## src/stmcu_video_pkg.sv

```systemverilog
/*
 * Shared types and constants for the STe video timing block
 *  - CPU bus and display mode structs
 *  - Counter widths for the sync and display enable generators
 *  - Register word addresses and interrupt acknowledge codes
 */
`default_nettype none

package stmcu_video_pkg;

    // ======================================================================
    // CPU bus as seen by the chip
    // ======================================================================
    typedef struct packed {
        logic        as_n;
        logic        rw;          // 1 = read
        logic        uds_n;
        logic        lds_n;
        logic [2:0]  fc;          // FC2..FC0
        logic [23:1] addr;        // Word address A23..A1
        logic [15:0] wdata;
    } cpu_bus_t;

    // Current display mode
    typedef struct packed {
        logic mono;               // Mode bit 1
        logic mde0;               // Mode bit 0
        logic ntsc;               // Inverse of the PAL bit
    } video_mode_t;

    // ======================================================================
    // Counter widths
    // ======================================================================
    typedef logic [6:0] hcount_t;     // Horizontal position in 2 MHz ticks
    typedef logic [8:0] vcount_t;     // Line counter
    typedef logic [7:0] hdecount_t;   // Horizontal DE position

    // Register word addresses
    localparam logic [23:1] ADDR_MODE_REG = 23'h7FC130;   // FF8260
    localparam logic [23:1] ADDR_SYNC_REG = 23'h7FC105;   // FF820A

    // Interrupt acknowledge
    localparam logic [2:0] FC_IACK  = 3'b111;
    localparam logic [2:0] IACK_HBL = 3'd2;   // Level code on A3..A1
    localparam logic [2:0] IACK_VBL = 3'd4;

endpackage

`default_nettype wire
```

## src/stmcu_video.sv

```systemverilog
/*
 * STe video timing block, top level
 *  - Tick enables, register decode, sync generators
 *  - Display enable and interrupt logic
 */
`timescale 1ns/100ps
`default_nettype none

module stmcu_video #(
    parameter int TICK_DIV = 16
) (
    input  logic                      clk32,
    input  logic                      porb,
    input  stmcu_video_pkg::cpu_bus_t bus_i,
    input  logic                      mfpint_n_i,
    output logic [15:0]               rdata_o,
    output logic                      oe_h_n_o,
    output logic                      dtack_n_o,
    output logic                      vpa_n_o,
    output logic                      ipl1_n_o,
    output logic                      ipl2_n_o,
    output logic                      hsync_n_o,
    output logic                      vsync_n_o,
    output logic                      de_o,
    output logic                      blank_n_o
);

    import stmcu_video_pkg::*;

    logic        tick_p;
    logic        tick_n;
    video_mode_t mode;
    logic        hbl_ack;
    logic        vbl_ack;
    logic        line_tick;
    logic        vert_tick;

    mcu_clock_enables #(
        .TICK_DIV (TICK_DIV)
    ) u_clk_en (
        .clk32    (clk32),
        .porb     (porb),
        .tick_p_o (tick_p),
        .tick_n_o (tick_n)
    );

    video_regs u_regs (
        .clk32     (clk32),
        .porb      (porb),
        .bus_i     (bus_i),
        .mode_o    (mode),
        .rdata_o   (rdata_o),
        .oe_h_n_o  (oe_h_n_o),
        .dtack_n_o (dtack_n_o),
        .vpa_n_o   (vpa_n_o),
        .hbl_ack_o (hbl_ack),
        .vbl_ack_o (vbl_ack)
    );

    hsync_gen u_hsync (
        .clk32       (clk32),
        .porb        (porb),
        .tick_p_i    (tick_p),
        .mode_i      (mode),
        .hsync_n_o   (hsync_n_o),
        .line_tick_o (line_tick),
        .vert_tick_o (vert_tick)
    );

    vsync_gen u_vsync (
        .clk32       (clk32),
        .porb        (porb),
        .vert_tick_i (vert_tick),
        .mode_i      (mode),
        .vsync_n_o   (vsync_n_o)
    );

    de_gen u_de (
        .clk32       (clk32),
        .porb        (porb),
        .tick_p_i    (tick_p),
        .tick_n_i    (tick_n),
        .mode_i      (mode),
        .hsync_n_i   (hsync_n_o),
        .vsync_n_i   (vsync_n_o),
        .line_tick_i (line_tick),
        .de_o        (de_o),
        .blank_n_o   (blank_n_o)
    );

    vid_interrupts u_irq (
        .clk32      (clk32),
        .porb       (porb),
        .hsync_n_i  (hsync_n_o),
        .vsync_n_i  (vsync_n_o),
        .hbl_ack_i  (hbl_ack),
        .vbl_ack_i  (vbl_ack),
        .mfpint_n_i (mfpint_n_i),
        .ipl1_n_o   (ipl1_n_o),
        .ipl2_n_o   (ipl2_n_o)
    );

endmodule

`default_nettype wire

```

## src/vid_interrupts.sv

```systemverilog
/*
 * HBL and VBL interrupt latches
 *  - Set on the rising edge of each sync
 *  - Cleared by the matching acknowledge
 *  - Priority encoding with the MFP request
 */
`timescale 1ns/100ps
`default_nettype none

module vid_interrupts (
    input  logic clk32,
    input  logic porb,
    input  logic hsync_n_i,
    input  logic vsync_n_i,
    input  logic hbl_ack_i,
    input  logic vbl_ack_i,
    input  logic mfpint_n_i,
    output logic ipl1_n_o,
    output logic ipl2_n_o
);

    logic hsync_n_d;
    logic vsync_n_d;
    logic hbl_pend;
    logic vbl_pend;

    always_ff @(posedge clk32 or negedge porb) begin
        if (!porb) begin
            hsync_n_d <= 1'b1;
            vsync_n_d <= 1'b1;
            hbl_pend  <= 1'b0;
            vbl_pend  <= 1'b0;
        end else begin
            hsync_n_d <= hsync_n_i;
            vsync_n_d <= vsync_n_i;
            if (hbl_ack_i)                   hbl_pend <= 1'b0;   // Ack wins
            else if (hsync_n_i && !hsync_n_d) hbl_pend <= 1'b1;
            if (vbl_ack_i)                   vbl_pend <= 1'b0;
            else if (vsync_n_i && !vsync_n_d) vbl_pend <= 1'b1;
        end
    end

    // Level 2 HBL, level 4 VBL, level 6 MFP
    assign ipl1_n_o = mfpint_n_i & (~hbl_pend | vbl_pend);
    assign ipl2_n_o = mfpint_n_i & ~vbl_pend;

endmodule

`default_nettype wire

```

## src/de_gen.sv

```systemverilog
/*
 * Display enable and blanking generator
 *  - Horizontal DE counter restarted by each hsync
 *  - Vertical DE counter restarted by each vsync
 *  - DE and BLANK registered on the 2 MHz tick
 */
`timescale 1ns/100ps
`default_nettype none

module de_gen (
    input  logic                         clk32,
    input  logic                         porb,
    input  logic                         tick_p_i,
    input  logic                         tick_n_i,
    input  stmcu_video_pkg::video_mode_t mode_i,
    input  logic                         hsync_n_i,
    input  logic                         vsync_n_i,
    input  logic                         line_tick_i,
    output logic                         de_o,
    output logic                         blank_n_o
);

    import stmcu_video_pkg::*;

    logic      cpal;
    logic      cntsc;
    hdecount_t hdec;
    logic      hblank_n;                   // High while the line is visible
    logic      hde;
    logic      hde_set_d1;
    logic      hde_set_d2;
    logic      hblank_set, hblank_res;
    logic      hde_set, hde_res;
    vcount_t   vdec;
    logic      vblank_n;
    logic      vde;
    logic      vblank_set, vblank_res;
    logic      vde_set, vde_res;

    assign cpal  = ~mode_i.mono & ~mode_i.ntsc;
    assign cntsc = ~mode_i.mono &  mode_i.ntsc;

    // ======================================================================
    // Horizontal
    // ======================================================================
    assign hblank_set = (cntsc & hdec == 8'd8) | (cpal & hdec == 8'd9);
    assign hblank_res = mode_i.mono | hdec == 8'd114;
    assign hde_set    = (cntsc & hdec == 8'd11) | (cpal & hdec == 8'd12) |
                        (mode_i.mono & hdec == 8'd2);
    assign hde_res    = (cntsc & hdec == 8'd95) | (cpal & hdec == 8'd96) |
                        (mode_i.mono & hdec == 8'd43);

    always_ff @(posedge clk32 or negedge porb) begin
        if (!porb) begin
            hdec       <= '0;
            hblank_n   <= 1'b0;
            hde        <= 1'b0;
            hde_set_d1 <= 1'b0;
            hde_set_d2 <= 1'b0;
        end else if (!hsync_n_i) begin   // Held clear for the whole hsync
            hdec       <= '0;
            hblank_n   <= 1'b0;
            hde        <= 1'b0;
            hde_set_d1 <= 1'b0;
            hde_set_d2 <= 1'b0;
        end else if (tick_n_i) begin
            hdec <= hdec + 1'b1;
            if (hblank_set) hblank_n <= 1'b1;
            if (hblank_res) hblank_n <= 1'b0;
            hde_set_d1 <= hde_set;
            hde_set_d2 <= hde_set_d1;
            // Medium res starts DE two ticks later
            if (hde_res)                                   hde <= 1'b0;
            else if (mode_i.mde0 ? hde_set_d2 : hde_set)   hde <= 1'b1;
        end
    end

    // ======================================================================
    // Vertical
    // ======================================================================
    assign vblank_set = (cpal & vdec == 9'd24) | (cntsc & vdec == 9'd15);
    assign vblank_res = mode_i.mono | (cpal & vdec == 9'd307) | (cntsc & vdec == 9'd257);
    assign vde_set    = (mode_i.mono & vdec == 9'd35) | (cpal & vdec == 9'd62) |
                        (cntsc & vdec == 9'd33);
    assign vde_res    = (mode_i.mono & vdec == 9'd435) | (cpal & vdec == 9'd262) |
                        (cntsc & vdec == 9'd233);

    always_ff @(posedge clk32 or negedge porb) begin
        if (!porb) begin
            vdec     <= '0;
            vde      <= 1'b0;
            vblank_n <= 1'b0;
        end else if (!vsync_n_i) begin
            vdec     <= '0;
            vde      <= 1'b0;
            vblank_n <= 1'b0;
        end else if (line_tick_i) begin   // One count per line at hsync end
            vdec <= vdec + 1'b1;
            if (vde_set)    vde <= 1'b1;
            if (vde_res)    vde <= 1'b0;
            if (vblank_set) vblank_n <= 1'b1;
            if (vblank_res) vblank_n <= 1'b0;
        end
    end

    // Outputs
    always_ff @(posedge clk32 or negedge porb) begin
        if (!porb) begin
            de_o      <= 1'b1;
            blank_n_o <= 1'b1;
        end else if (tick_p_i) begin
            de_o      <= hde & vde;
            blank_n_o <= hblank_n & vblank_n;
        end
    end

endmodule

`default_nettype wire

```

## src/vsync_gen.sv

```systemverilog
/*
 * Vertical sync generator
 *  - Line counter clocked by the vertical tick
 *  - Double reload at line 511 to the mode's start line
 *  - Vertical sync from the sync line up to the second reload
 */
`timescale 1ns/100ps
`default_nettype none

module vsync_gen (
    input  logic                         clk32,
    input  logic                         porb,
    input  logic                         vert_tick_i,
    input  stmcu_video_pkg::video_mode_t mode_i,
    output logic                         vsync_n_o
);

    import stmcu_video_pkg::*;

    vcount_t vsc;
    vcount_t vsc_load_val;
    vcount_t vsync_set;
    logic    vsc_load;

    // 200 / 250 / 12 give 313, 263 and 501 lines per frame
    always_comb begin
        if (mode_i.mono)      vsc_load_val = 9'd12;
        else if (mode_i.ntsc) vsc_load_val = 9'd250;
        else                  vsc_load_val = 9'd200;
    end

    assign vsync_set = mode_i.mono ? 9'd510 : 9'd508;

    // ======================================================================
    // Line counter
    // ======================================================================
    always_ff @(posedge clk32 or negedge porb) begin
        if (!porb) begin
            vsc       <= '0;
            vsc_load  <= 1'b1;             // First line tick loads the counter
            vsync_n_o <= 1'b1;
        end else if (vert_tick_i) begin
            vsc <= vsc + 1'b1;
            // The second load picks up a mode written after the first one
            if (vsc == 9'd511 || vsc_load) begin
                vsc_load <= ~vsc_load;
                vsc      <= vsc_load_val;
            end
            if (vsc_load)         vsync_n_o <= 1'b1;   // Sync ends at the second load
            if (vsc == vsync_set) vsync_n_o <= 1'b0;
        end
    end

endmodule

`default_nettype wire

```

## src/hsync_gen.sv

```systemverilog
/*
 * Horizontal sync generator
 *  - Position counter with the STe double reload at 127
 *  - Horizontal sync at the mode's positions
 *  - Line end and vertical clock ticks
 */
`timescale 1ns/100ps
`default_nettype none

module hsync_gen (
    input  logic                         clk32,
    input  logic                         porb,
    input  logic                         tick_p_i,
    input  stmcu_video_pkg::video_mode_t mode_i,
    output logic                         hsync_n_o,
    output logic                         line_tick_o,
    output logic                         vert_tick_o
);

    import stmcu_video_pkg::*;

    hcount_t hsc;
    hcount_t hsc_load_val;
    hcount_t hsync_set;
    hcount_t hsync_res;
    logic    hsc_load;                     // Second reload pending

    // Load values 1 / 2 / 73 give 128, 127 and 56 ticks per line
    always_comb begin
        if (mode_i.mono)      hsc_load_val = 7'd73;
        else if (mode_i.ntsc) hsc_load_val = 7'd2;
        else                  hsc_load_val = 7'd1;
    end

    assign hsync_set = mode_i.mono ? 7'd121 : 7'd101;
    assign hsync_res = mode_i.mono ? 7'd127 : 7'd111;

    always_ff @(posedge clk32 or negedge porb) begin
        if (!porb) begin
            hsc       <= '0;
            hsc_load  <= 1'b0;
            hsync_n_o <= 1'b1;
        end else if (tick_p_i) begin
            hsc <= hsc + 1'b1;
            if (hsc == 7'd127 || hsc_load) begin
                hsc_load <= ~hsc_load;
                hsc      <= hsc_load_val;  // Mode can change between both loads
            end
            if (hsc == hsync_set) hsync_n_o <= 1'b0;
            if (hsc == hsync_res) hsync_n_o <= 1'b1;
        end
    end

    assign line_tick_o = tick_p_i & (hsc == hsync_res);
    assign vert_tick_o = tick_p_i & hsc_load;        // Tick of the second reload

endmodule

`default_nettype wire

```

## src/video_regs.sv

```systemverilog
/*
 * CPU register decode for the video timing block
 *  - Mode register FF8260 (write only) and sync register FF820A
 *  - Readback byte, output enable and DTACK
 *  - HBL and VBL interrupt acknowledge with VPA
 */
`timescale 1ns/100ps
`default_nettype none

module video_regs (
    input  logic                         clk32,
    input  logic                         porb,
    input  stmcu_video_pkg::cpu_bus_t    bus_i,
    output stmcu_video_pkg::video_mode_t mode_o,
    output logic [15:0]                  rdata_o,
    output logic                         oe_h_n_o,
    output logic                         dtack_n_o,
    output logic                         vpa_n_o,
    output logic                         hbl_ack_o,
    output logic                         vbl_ack_o
);

    import stmcu_video_pkg::*;

    logic       ias;
    logic       iuds;
    logic       fc_dev;
    logic       idev;
    logic       iack;
    logic       mode_sel;
    logic       sync_sel;
    logic       sync_rd;
    logic       mono;
    logic       mde0;
    logic       pal;
    logic [1:0] rd_hi;

    // ======================================================================
    // Cycle decode
    // ======================================================================
    assign ias    = ~bus_i.as_n;
    assign iuds   = ~bus_i.uds_n;
    assign fc_dev = bus_i.fc[2] & (bus_i.fc[0] ^ bus_i.fc[1]);   // FC 5 or 6
    assign idev   = fc_dev & ias & iuds & (bus_i.addr[23:16] == 8'hFF);
    assign iack   = ias & (bus_i.fc == FC_IACK);

    assign mode_sel = idev & (bus_i.addr[15:1] == ADDR_MODE_REG[15:1]);
    assign sync_sel = idev & (bus_i.addr[15:1] == ADDR_SYNC_REG[15:1]);
    assign sync_rd  = sync_sel & bus_i.rw;

    // Mode and PAL flip-flops, upper byte only
    always_ff @(posedge clk32 or negedge porb) begin
        if (!porb) begin
            mono <= 1'b0;
            mde0 <= 1'b0;
            pal  <= 1'b0;                  // NTSC after power-on
        end else begin
            if (mode_sel && !bus_i.rw) begin
                mono <= bus_i.wdata[9];
                mde0 <= bus_i.wdata[8];
            end
            if (sync_sel && !bus_i.rw) pal <= bus_i.wdata[9];
        end
    end

    assign mode_o = '{mono: mono, mde0: mde0, ntsc: ~pal};

    // Readback of the sync register
    assign rd_hi    = sync_rd ? {pal, 1'b0} : 2'b11;
    assign rdata_o  = {6'b111111, rd_hi, 8'hFF};
    assign oe_h_n_o = ~sync_rd;

    // Mode register is acknowledged by its owner outside this block
    assign dtack_n_o = ~sync_sel;

    // Autovectored HBL and VBL acknowledge
    assign hbl_ack_o = iack & (bus_i.addr[3:1] == IACK_HBL);
    assign vbl_ack_o = iack & (bus_i.addr[3:1] == IACK_VBL);
    assign vpa_n_o   = ~(hbl_ack_o | vbl_ack_o);

endmodule

`default_nettype wire

```

## src/mcu_clock_enables.sv

```systemverilog
/*
 * 2 MHz tick enables derived from clk32
 *  - tick_p at phase zero, tick_n halfway between two tick_p pulses
 */
`timescale 1ns/100ps
`default_nettype none

module mcu_clock_enables #(
    parameter int TICK_DIV = 16             // clk32 cycles per tick
) (
    input  logic clk32,
    input  logic porb,
    output logic tick_p_o,
    output logic tick_n_o
);

    localparam int PW = $clog2(TICK_DIV);

    logic [PW-1:0] phase;

    always_ff @(posedge clk32 or negedge porb) begin
        if (!porb) begin
            phase    <= '0;
            tick_p_o <= 1'b0;
            tick_n_o <= 1'b0;
        end else begin
            if (phase == PW'(TICK_DIV - 1)) phase <= '0;
            else                            phase <= phase + 1'b1;
            tick_p_o <= (phase == PW'(TICK_DIV - 1));      // High while phase is zero
            tick_n_o <= (phase == PW'(TICK_DIV / 2 - 1));  // Half phase
        end
    end

endmodule

`default_nettype wire

```

## config.mk

```make
export PLATFORM = sky130hd
export DESIGN_NAME = stmcu_video
export DESIGN_NICKNAME = d
export VERILOG_FILES = /design/src/stmcu_video_pkg.sv /design/src/stmcu_video.sv /design/src/vid_interrupts.sv /design/src/de_gen.sv /design/src/vsync_gen.sv /design/src/hsync_gen.sv /design/src/video_regs.sv /design/src/mcu_clock_enables.sv
export SDC_FILE = /design/constraint.sdc
export NUM_CORES = 1
export LEC_CHECK = 0
export ABC_AREA = 1
export CORE_ASPECT_RATIO = 2
export CORE_MARGIN = 5
export CORE_UTILIZATION = 55
export DETAILED_ROUTE_END_ITERATION = 10
export DONT_BUFFER_PORTS = 1
export PLACE_DENSITY = 0.75
export SYNTH_ARGS = -nofsm -noshare
export SYNTH_HDL_FRONTEND = slang
export SYNTH_HIERARCHICAL = 1
export SYNTH_SLANG_ARGS = --single-unit
```

## constraint.sdc

```tcl
create_clock -name clk32 -period 2.6 [get_ports clk32]
set_input_delay 0.13 -clock clk32 [delete_from_list [all_inputs] [get_ports clk32]]
set_output_delay 0.13 -clock clk32 [all_outputs]
set_load 0.01 [all_outputs]
```

==> results of run 1 <==
==> cell type report <==
type | instances | share of cell area
clock buffers | 13 | 0.0578
clock inverters | 3 | 0.00405
inverters | 87 | 0.0772
multi-input cells | 389 | 0.473
flip-flops and latches | 58 | 0.337
well taps | 92 | 0.0266
repair buffers | 9 | 0.0237
==> critical path: cells and delay by family, from the launching register on <==
| family | cells | cell delay, ns |
|---|---|---|
| simple gates | 11 | 1.01 |
| buf+inv | 2 | 0.21 |
| flops | 1 | 0.43 |
| fa+ha+maj | 1 | 0.30 |
==> through the flow <==
| stage | hold WS [ns] | utilization | power (uW) |
|---|---|---|---|
| 2_1_floorplan | -0.166 | - | 981 |
| 3_3_place_gp | -0.163 | 0.555 | 968 |
| 3_5_place_dp | -0.163 | 0.555 | 970 |
| 4_1_cts | 0.0436 | 0.605 | 2050 |
| 5_1_grt | 0.0612 | 0.605 | 2110 |
| 6_report | 0.0429 | 0.605 | 2030 |
==> worst paths after layout <==
check	slack, ns	to
setup / recovery	0.54	u_de/vdec[7]
hold / removal	0.04	u_irq/vbl_pend
setup reg to reg	0.54	u_de/vdec[7]
hold reg to reg	0.47	u_clk_en/tick_n_o
max in group asynchronous	1.97	u_de/de_o
min in group asynchronous	0.33	u_vsync/vsc[2]
==> synthesized netlist by cell type (4+ instances only) <==
cell | instances | area share
nand2_1 | 130 | 0.12
inv_1 | 82 | 0.077
nor2_1 | 69 | 0.065
dfrtp_1 | 51 | 0.32
nand3_1 | 43 | 0.054
a21oi_1 | 21 | 0.026
buf_4 | 20 | 0.038
o21ai_0 | 19 | 0.024
ha_1 | 15 | 0.047
nand2_2 | 13 | 0.020
nor2_4 | 9 | 0.025
nor2_2 | 8 | 0.013
dfstp_2 | 7 | 0.046
nand4_1 | 7 | 0.011
nor3_1 | 5 | 0.0063
buf_6 | 4 | 0.011
nand3b_1 | 4 | 0.0075
nor3_2 | 4 | 0.010
o21ai_1 | 4 | 0.0050
==> layout by cell type, fill, tap and decap left out, types with 3 or more instances in the layout <==
master,instances
o21ai_0,19
nand3b_1,4
nor3_1,5
nor2_4,9
nand3_1,43
nor3_2,4
nand4_1,7
clkbuf_1,3
nor2_1,69
ha_1,15
conb_1,14
nor2_2,8
nand2_2,13
nand2_1,130
dfstp_2,7
a21oi_1,21
dfrtp_1,51
dlygate4sd3_1,6
nand3_2,3
inv_1,82
clkbuf_16,9
o21ai_1,4
==> layer usage <==
metal	global-route usage	vias to the layer above	part of all wire
met1	0.225	1493	0.43
li1	-	1699	-
met2	0.326	64	0.52
met3	0.0421	14	0.036
met5	0	-	0
met4	0.0903	0	0.020
==> kinds of logic after synthesis <==
family | synth area share
AND/OR/NAND/NOR | 0.370
buffers and inverters | 0.134
flip-flops | 0.366
AO/OA/AOI/OAI | 0.0784
adder cells (fa/ha/maj) | 0.0470
XOR/XNOR | 0.00439
other | 0.000940
==> flip-flops by register name, summed over array words and instances (netlist names), 4 cells and up <==
register	flops
u_de/vdec	9
u_vsync/vsc	9
u_de/hdec	8
u_hsync/hsc	7
u_clk_en/phase	4
==> timing repair <==
item                                   4_1_cts  5_1_grt
hold buffers                                 7        0
setup endpoints to repair                    0        0
buffers inserted                             0        0
endpoints found under the hold margin       62        0
==> report_power, final <==
group          switching, uW  internal [uW]  total [uW]
combinational           49.2           22.2        71.4
sequential              2.80            911         914
clock                    375            665        1040
==> flow_summary_export.csv, run 1 <==
group,metric,value,unit
worst_setup_path,worstPathRequired,2.81,ns
final_layout,layoutNonFillerInstCount,651,
die,io_pins,74,
clock_network,htreeDepth,3,
min_path,hold_depth,3,
timing,rsz0062_at_grt,"false",
timing,clock.fmax,486,MHz
grt,grt_remaining_overflow,0,
clock_network,path_clk_slew,0.05,ns
die,start_util,0.558,
logic_synthesis,synth_ff_type,"dfrtp_1",
logic_synthesis,synth-seq-area-share,0.366,
worst_setup_path,crit_path_max_fanout,6,
power,p_leak,0.00205,uW
routing,drcViolationCount,0,
placement,dpl_worst_slack,0.573,ns
grt,antenna_found_initial,0,
placement,gp_congestion,0.853,
die,die_w,70.2,um
clock_network,cts_sinks,58,
status,status,"complete, no violations",
timing,hold_viol_final,0,
placement,placed_area,3970,um2
final_layout,multi_input_area,2050,um2
grt,grt_pass1_wl,14000,um
power,ir_drop,0.348,mV
worst_setup_path,r2r-start,"u_hsync/hsc[0]",
worst_setup_path,cp_common_cell,"nand2_2",
final_layout,nNetsFinal,618,
clock_network,cts_resized,0,
routing,vias_per_cell,5.02,
worst_setup_path,crit_start,"u_hsync/hsc[0]",
final_layout,drive_gt1_frac,0.132,
timing,fin_crit,2.06,ns
timing,totalNegativeSetupSlack,0,ns
grt,grt_usage,0.190,
final_layout,diodes,0,
timing,fin_crit_sh,0.791,
final_layout,seq_area,1460,um2
final_layout,fin_area,4330,um2
routing,firstDrtPassIters,4,
worst_setup_path,slowest_stage,"dfrtp_1",
die,core_area,7160,um2
worst_setup_path,worst-setup-path-type,"register to register",
clock_network,cts_buffers,9,
timing,worst_pin_slew,0.528,ns
routing,avgRoutedWirePerCell,12.4,um
placement,dp_hpwl,5950,um
die,die_y,130,um
worst_setup_path,crit_chain,"ha_1, nand2_2, nor2_8, nand2_2, clkinv_1, nand2_1, inv_1, nor2_4, nor3_4, nand2_2, nor2_1, nand3_1, nand2_1, nor2_1",
timing,slew-limit-headroom,0.647,
worst_setup_path,endpoint_kind,"register",
final_layout,area_growth,8.40,%
grt,grt_max_degree,59,
final_layout,fill_cells,667,
timing,slew_violations,0,
logic_synthesis,synthArstFlopShare,1.00,
placement,io_buffers,0,
logic_synthesis,synthCells,546,
die,num_rows,44,
logic_synthesis,synth_edf_count,0,
min_path,hold_start,"bus_i[18]",
clock_network,clk_latency,0.32,ns
logic_synthesis,ys_ff_latch,58,
worst_setup_path,start_kind,"register",
routing,first_iter_violations,193,
logic_synthesis,avgSynthCellArea,7.31,um2
placement,placedCellCount,628,
worst_setup_path,critPathArrivalTime,2.26,ns
logic_synthesis,synth.distinct_cells,42,
routing,detail-route-antenna-nets,0,
clock_network,cts.path.max_buffers,2,
timing,fin_ws,0.543,ns
routing,dr_total_vias,3270,
timing,setup_viol,0,
worst_setup_path,cpPeakStageDelay,0.43,ns
clock_network,cts_tree,"done",
routing,drt-total-wl,8070,um
power,power_density,468,nW/um2
die,die_area,9160,um2
worst_setup_path,worst_r2r_path_depth,14,
logic_synthesis,synthesis.area,3990,um2
grt,grt_pass1_vias,3199,
clock_network,root_buffer,"clkbuf_16",
flow_run,maxCapViolCount,0,
logic_synthesis,yosysWarnings,6,
min_path,hold_path.class,"primary input to register",
timing,skew,0.00858,ns
Power figures use the tool's default switching activity.
==> inputs of run 2 (changes only) <==
==> constraint.sdc (replaced) <==
create_clock -name clk32 -period 2.1 [get_ports clk32]
set_input_delay 0.105 -clock clk32 [delete_from_list [all_inputs] [get_ports clk32]]
set_output_delay 0.105 -clock clk32 [all_outputs]
set_load 0.01 [all_outputs]
==> flow_summary_export.csv, run 2 (synthesis gave the netlist of run 1 again) <==
group,metric,value,unit
status,status,"complete, no violations",
timing,rsz0062_at_grt,"false",
final_layout,diodes,0,
clock_network,cts_sinks,58,
worst_setup_path,r2r-start,"u_hsync/hsc[0]",
die,core_area,7160,um2
routing,dr_total_vias,3315,
timing,fin_ws,0.248,ns
worst_setup_path,reg2reg_to,"u_de/vdec[7]",
timing,totalNegativeSetupSlack,0,ns
routing,drt-total-wl,8090,um
routing,drcViolationCount,0,
worst_setup_path,crit_start,"u_hsync/hsc[0]",
grt,grt_pass1_vias,3182,
final_layout,nNetsFinal,622,
routing,detail-route-antenna-nets,0,
flow_run,maxCapViolCount,0,
routing,avgRoutedWirePerCell,12.4,um
clock_network,cts.path.max_buffers,2,
routing,vias_per_cell,5.06,
grt,grt_max_degree,59,
worst_setup_path,r2r_slack,0.25,ns
routing,first_iter_violations,223,
placement,placedCellCount,632,
die,die_y,130,um
final_layout,mostFrequentLayoutCell,"nand2_1",
final_layout,area_growth,10.1,%
routing,firstDrtPassIters,4,
final_layout,layoutNonFillerInstCount,655,
worst_setup_path,endpoint_kind,"register",
final_layout,layout_common_cells,"130 x nand2_1, 81 x inv_1, 69 x nor2_1",
power,p_leak,0.00209,uW
worst_setup_path,worst_r2r_path_depth,14,
timing,setup_viol,0,
worst_setup_path,start_kind,"register",
grt,antenna_found_initial,0,
clock_network,clk_latency,0.33,ns
power,power_density,610,nW/um2
worst_setup_path,worstPathRequired,2.32,ns
clock_network,htreeDepth,3,
die,io_pins,74,
timing,clock.fmax,540,MHz
clock_network,root_buffer,"clkbuf_16",
clock_network,cts_tree,"done",
timing,fin_crit,1.85,ns
timing,fin_hold_ws,0.0200,ns
placement,gp_congestion,0.891,
timing,fin_crit_sh,0.882,
clock_network,path_clk_slew,0.05,ns
worst_setup_path,endpoint,"u_de/vdec[7]",
grt,grt_remaining_overflow,0,
die,start_util,0.558,
clock_network,post-cts-setup-buffers,0,
die,die_area,9160,um2
placement,dp_hpwl,5980,um
grt,grt_pass1_wl,14000,um
worst_setup_path,crit_path_max_fanout,6,
die,die_w,70.2,um
final_layout,largestRegisters,"u_de/vdec (9), u_vsync/vsc (9), u_de/hdec (8)",
timing,hold_viol_final,0,
worst_setup_path,worst-setup-path-type,"register to register",
power,ir_drop,0.579,mV
worst_setup_path,critPathArrivalTime,2.07,ns
final_layout,drive_gt1_frac,0.146,
timing,skew,0.00422,ns
grt,grt_usage,0.189,
timing,slew_violations,0,
min_path,hold_path.class,"primary input to register",
clock_network,cts_buffers,9,
die,num_rows,44,
placement,io_buffers,0,
placement,dpl_worst_slack,0.188,ns
==> run 2: changes by cell type in the layout (fill, tap and decap cells not counted), sizes merged <==
cell and change:
buf +4, bufinv +1, clkbuf -2, clkinv +1
==> run 2: worst min-delay path by stage <==
stage | startpoint | endpoint | slack, ns | cells after the start
after global placement | porb | u_regs/pal | -0.19 | 0
final | bus_i[18] | u_irq/vbl_pend | 0.02 | 3
after detailed placement | porb | u_vsync/vsc[2] | -0.19 | 0
after floorplan | porb | u_clk_en/phase[0] | -0.19 | 0
after global routing | bus_i[18] | u_irq/vbl_pend | 0.03 | 3
after CTS | bus_i[18] | u_irq/vbl_pend | 0.01 | 3
==> run 2: where the power goes <==
group          leakage [uW]  total (uW)  switching, uW  internal (uW)
sequential         0.000764        1130           3.42           1130
combinational       0.00118        88.2           60.6           27.6
clock              0.000151        1460            489            974
total               0.00209        2680            553           2130
==> run 2: per-layer routing <==
layer	GRT usage	routed length, um
met1	0.225	3480
met3	0.0260	277
met2	0.325	4220
met5	0	0
met4	0.108	123
==> run 2: metrics by stage <==
step                      utilization  area (um2)  power, uW
after floorplan                     -        4040       1210
after CTS                       0.614        4390       2720
after global placement          0.559        4000       1200
final                           0.614        4390       2680
after detailed placement        0.559        4000       1200
after global routing            0.614        4390       2780
==> run 2: cell type report <==
type / count / area [um2]
flip-flops and latches: 58 / 1460
inverters: 87 / 334
well taps: 92 / 115
repair buffers: 13 / 133
fillers: 670 / 2760
clock inverters: 5 / 52.6
clock buffers: 11 / 253
multi-input cells: 389 / 2050
==> run 2: what timing repair did <==
action	in CTS	in global routing
hold buffers	7	0
hold endpoints to repair	62	0
setup endpoints to repair	0	3
resized for setup	0	1
==> run 2: critical path, cell delays in order, from the launching register on <==
cell	delay, ns
dfrtp_1	0.42
ha_1	0.21
nand2_2	0.10
nor2_8	0.11
nand2_2	0.05
clkinv_1	0.06
nand2_1	0.08
inv_2	0.11
nor2_4	0.07
nor3_4	0.13
nand2_2	0.10
nor2_1	0.13
nand3_1	0.08
nand2_1	0.06
nor2_1	0.03
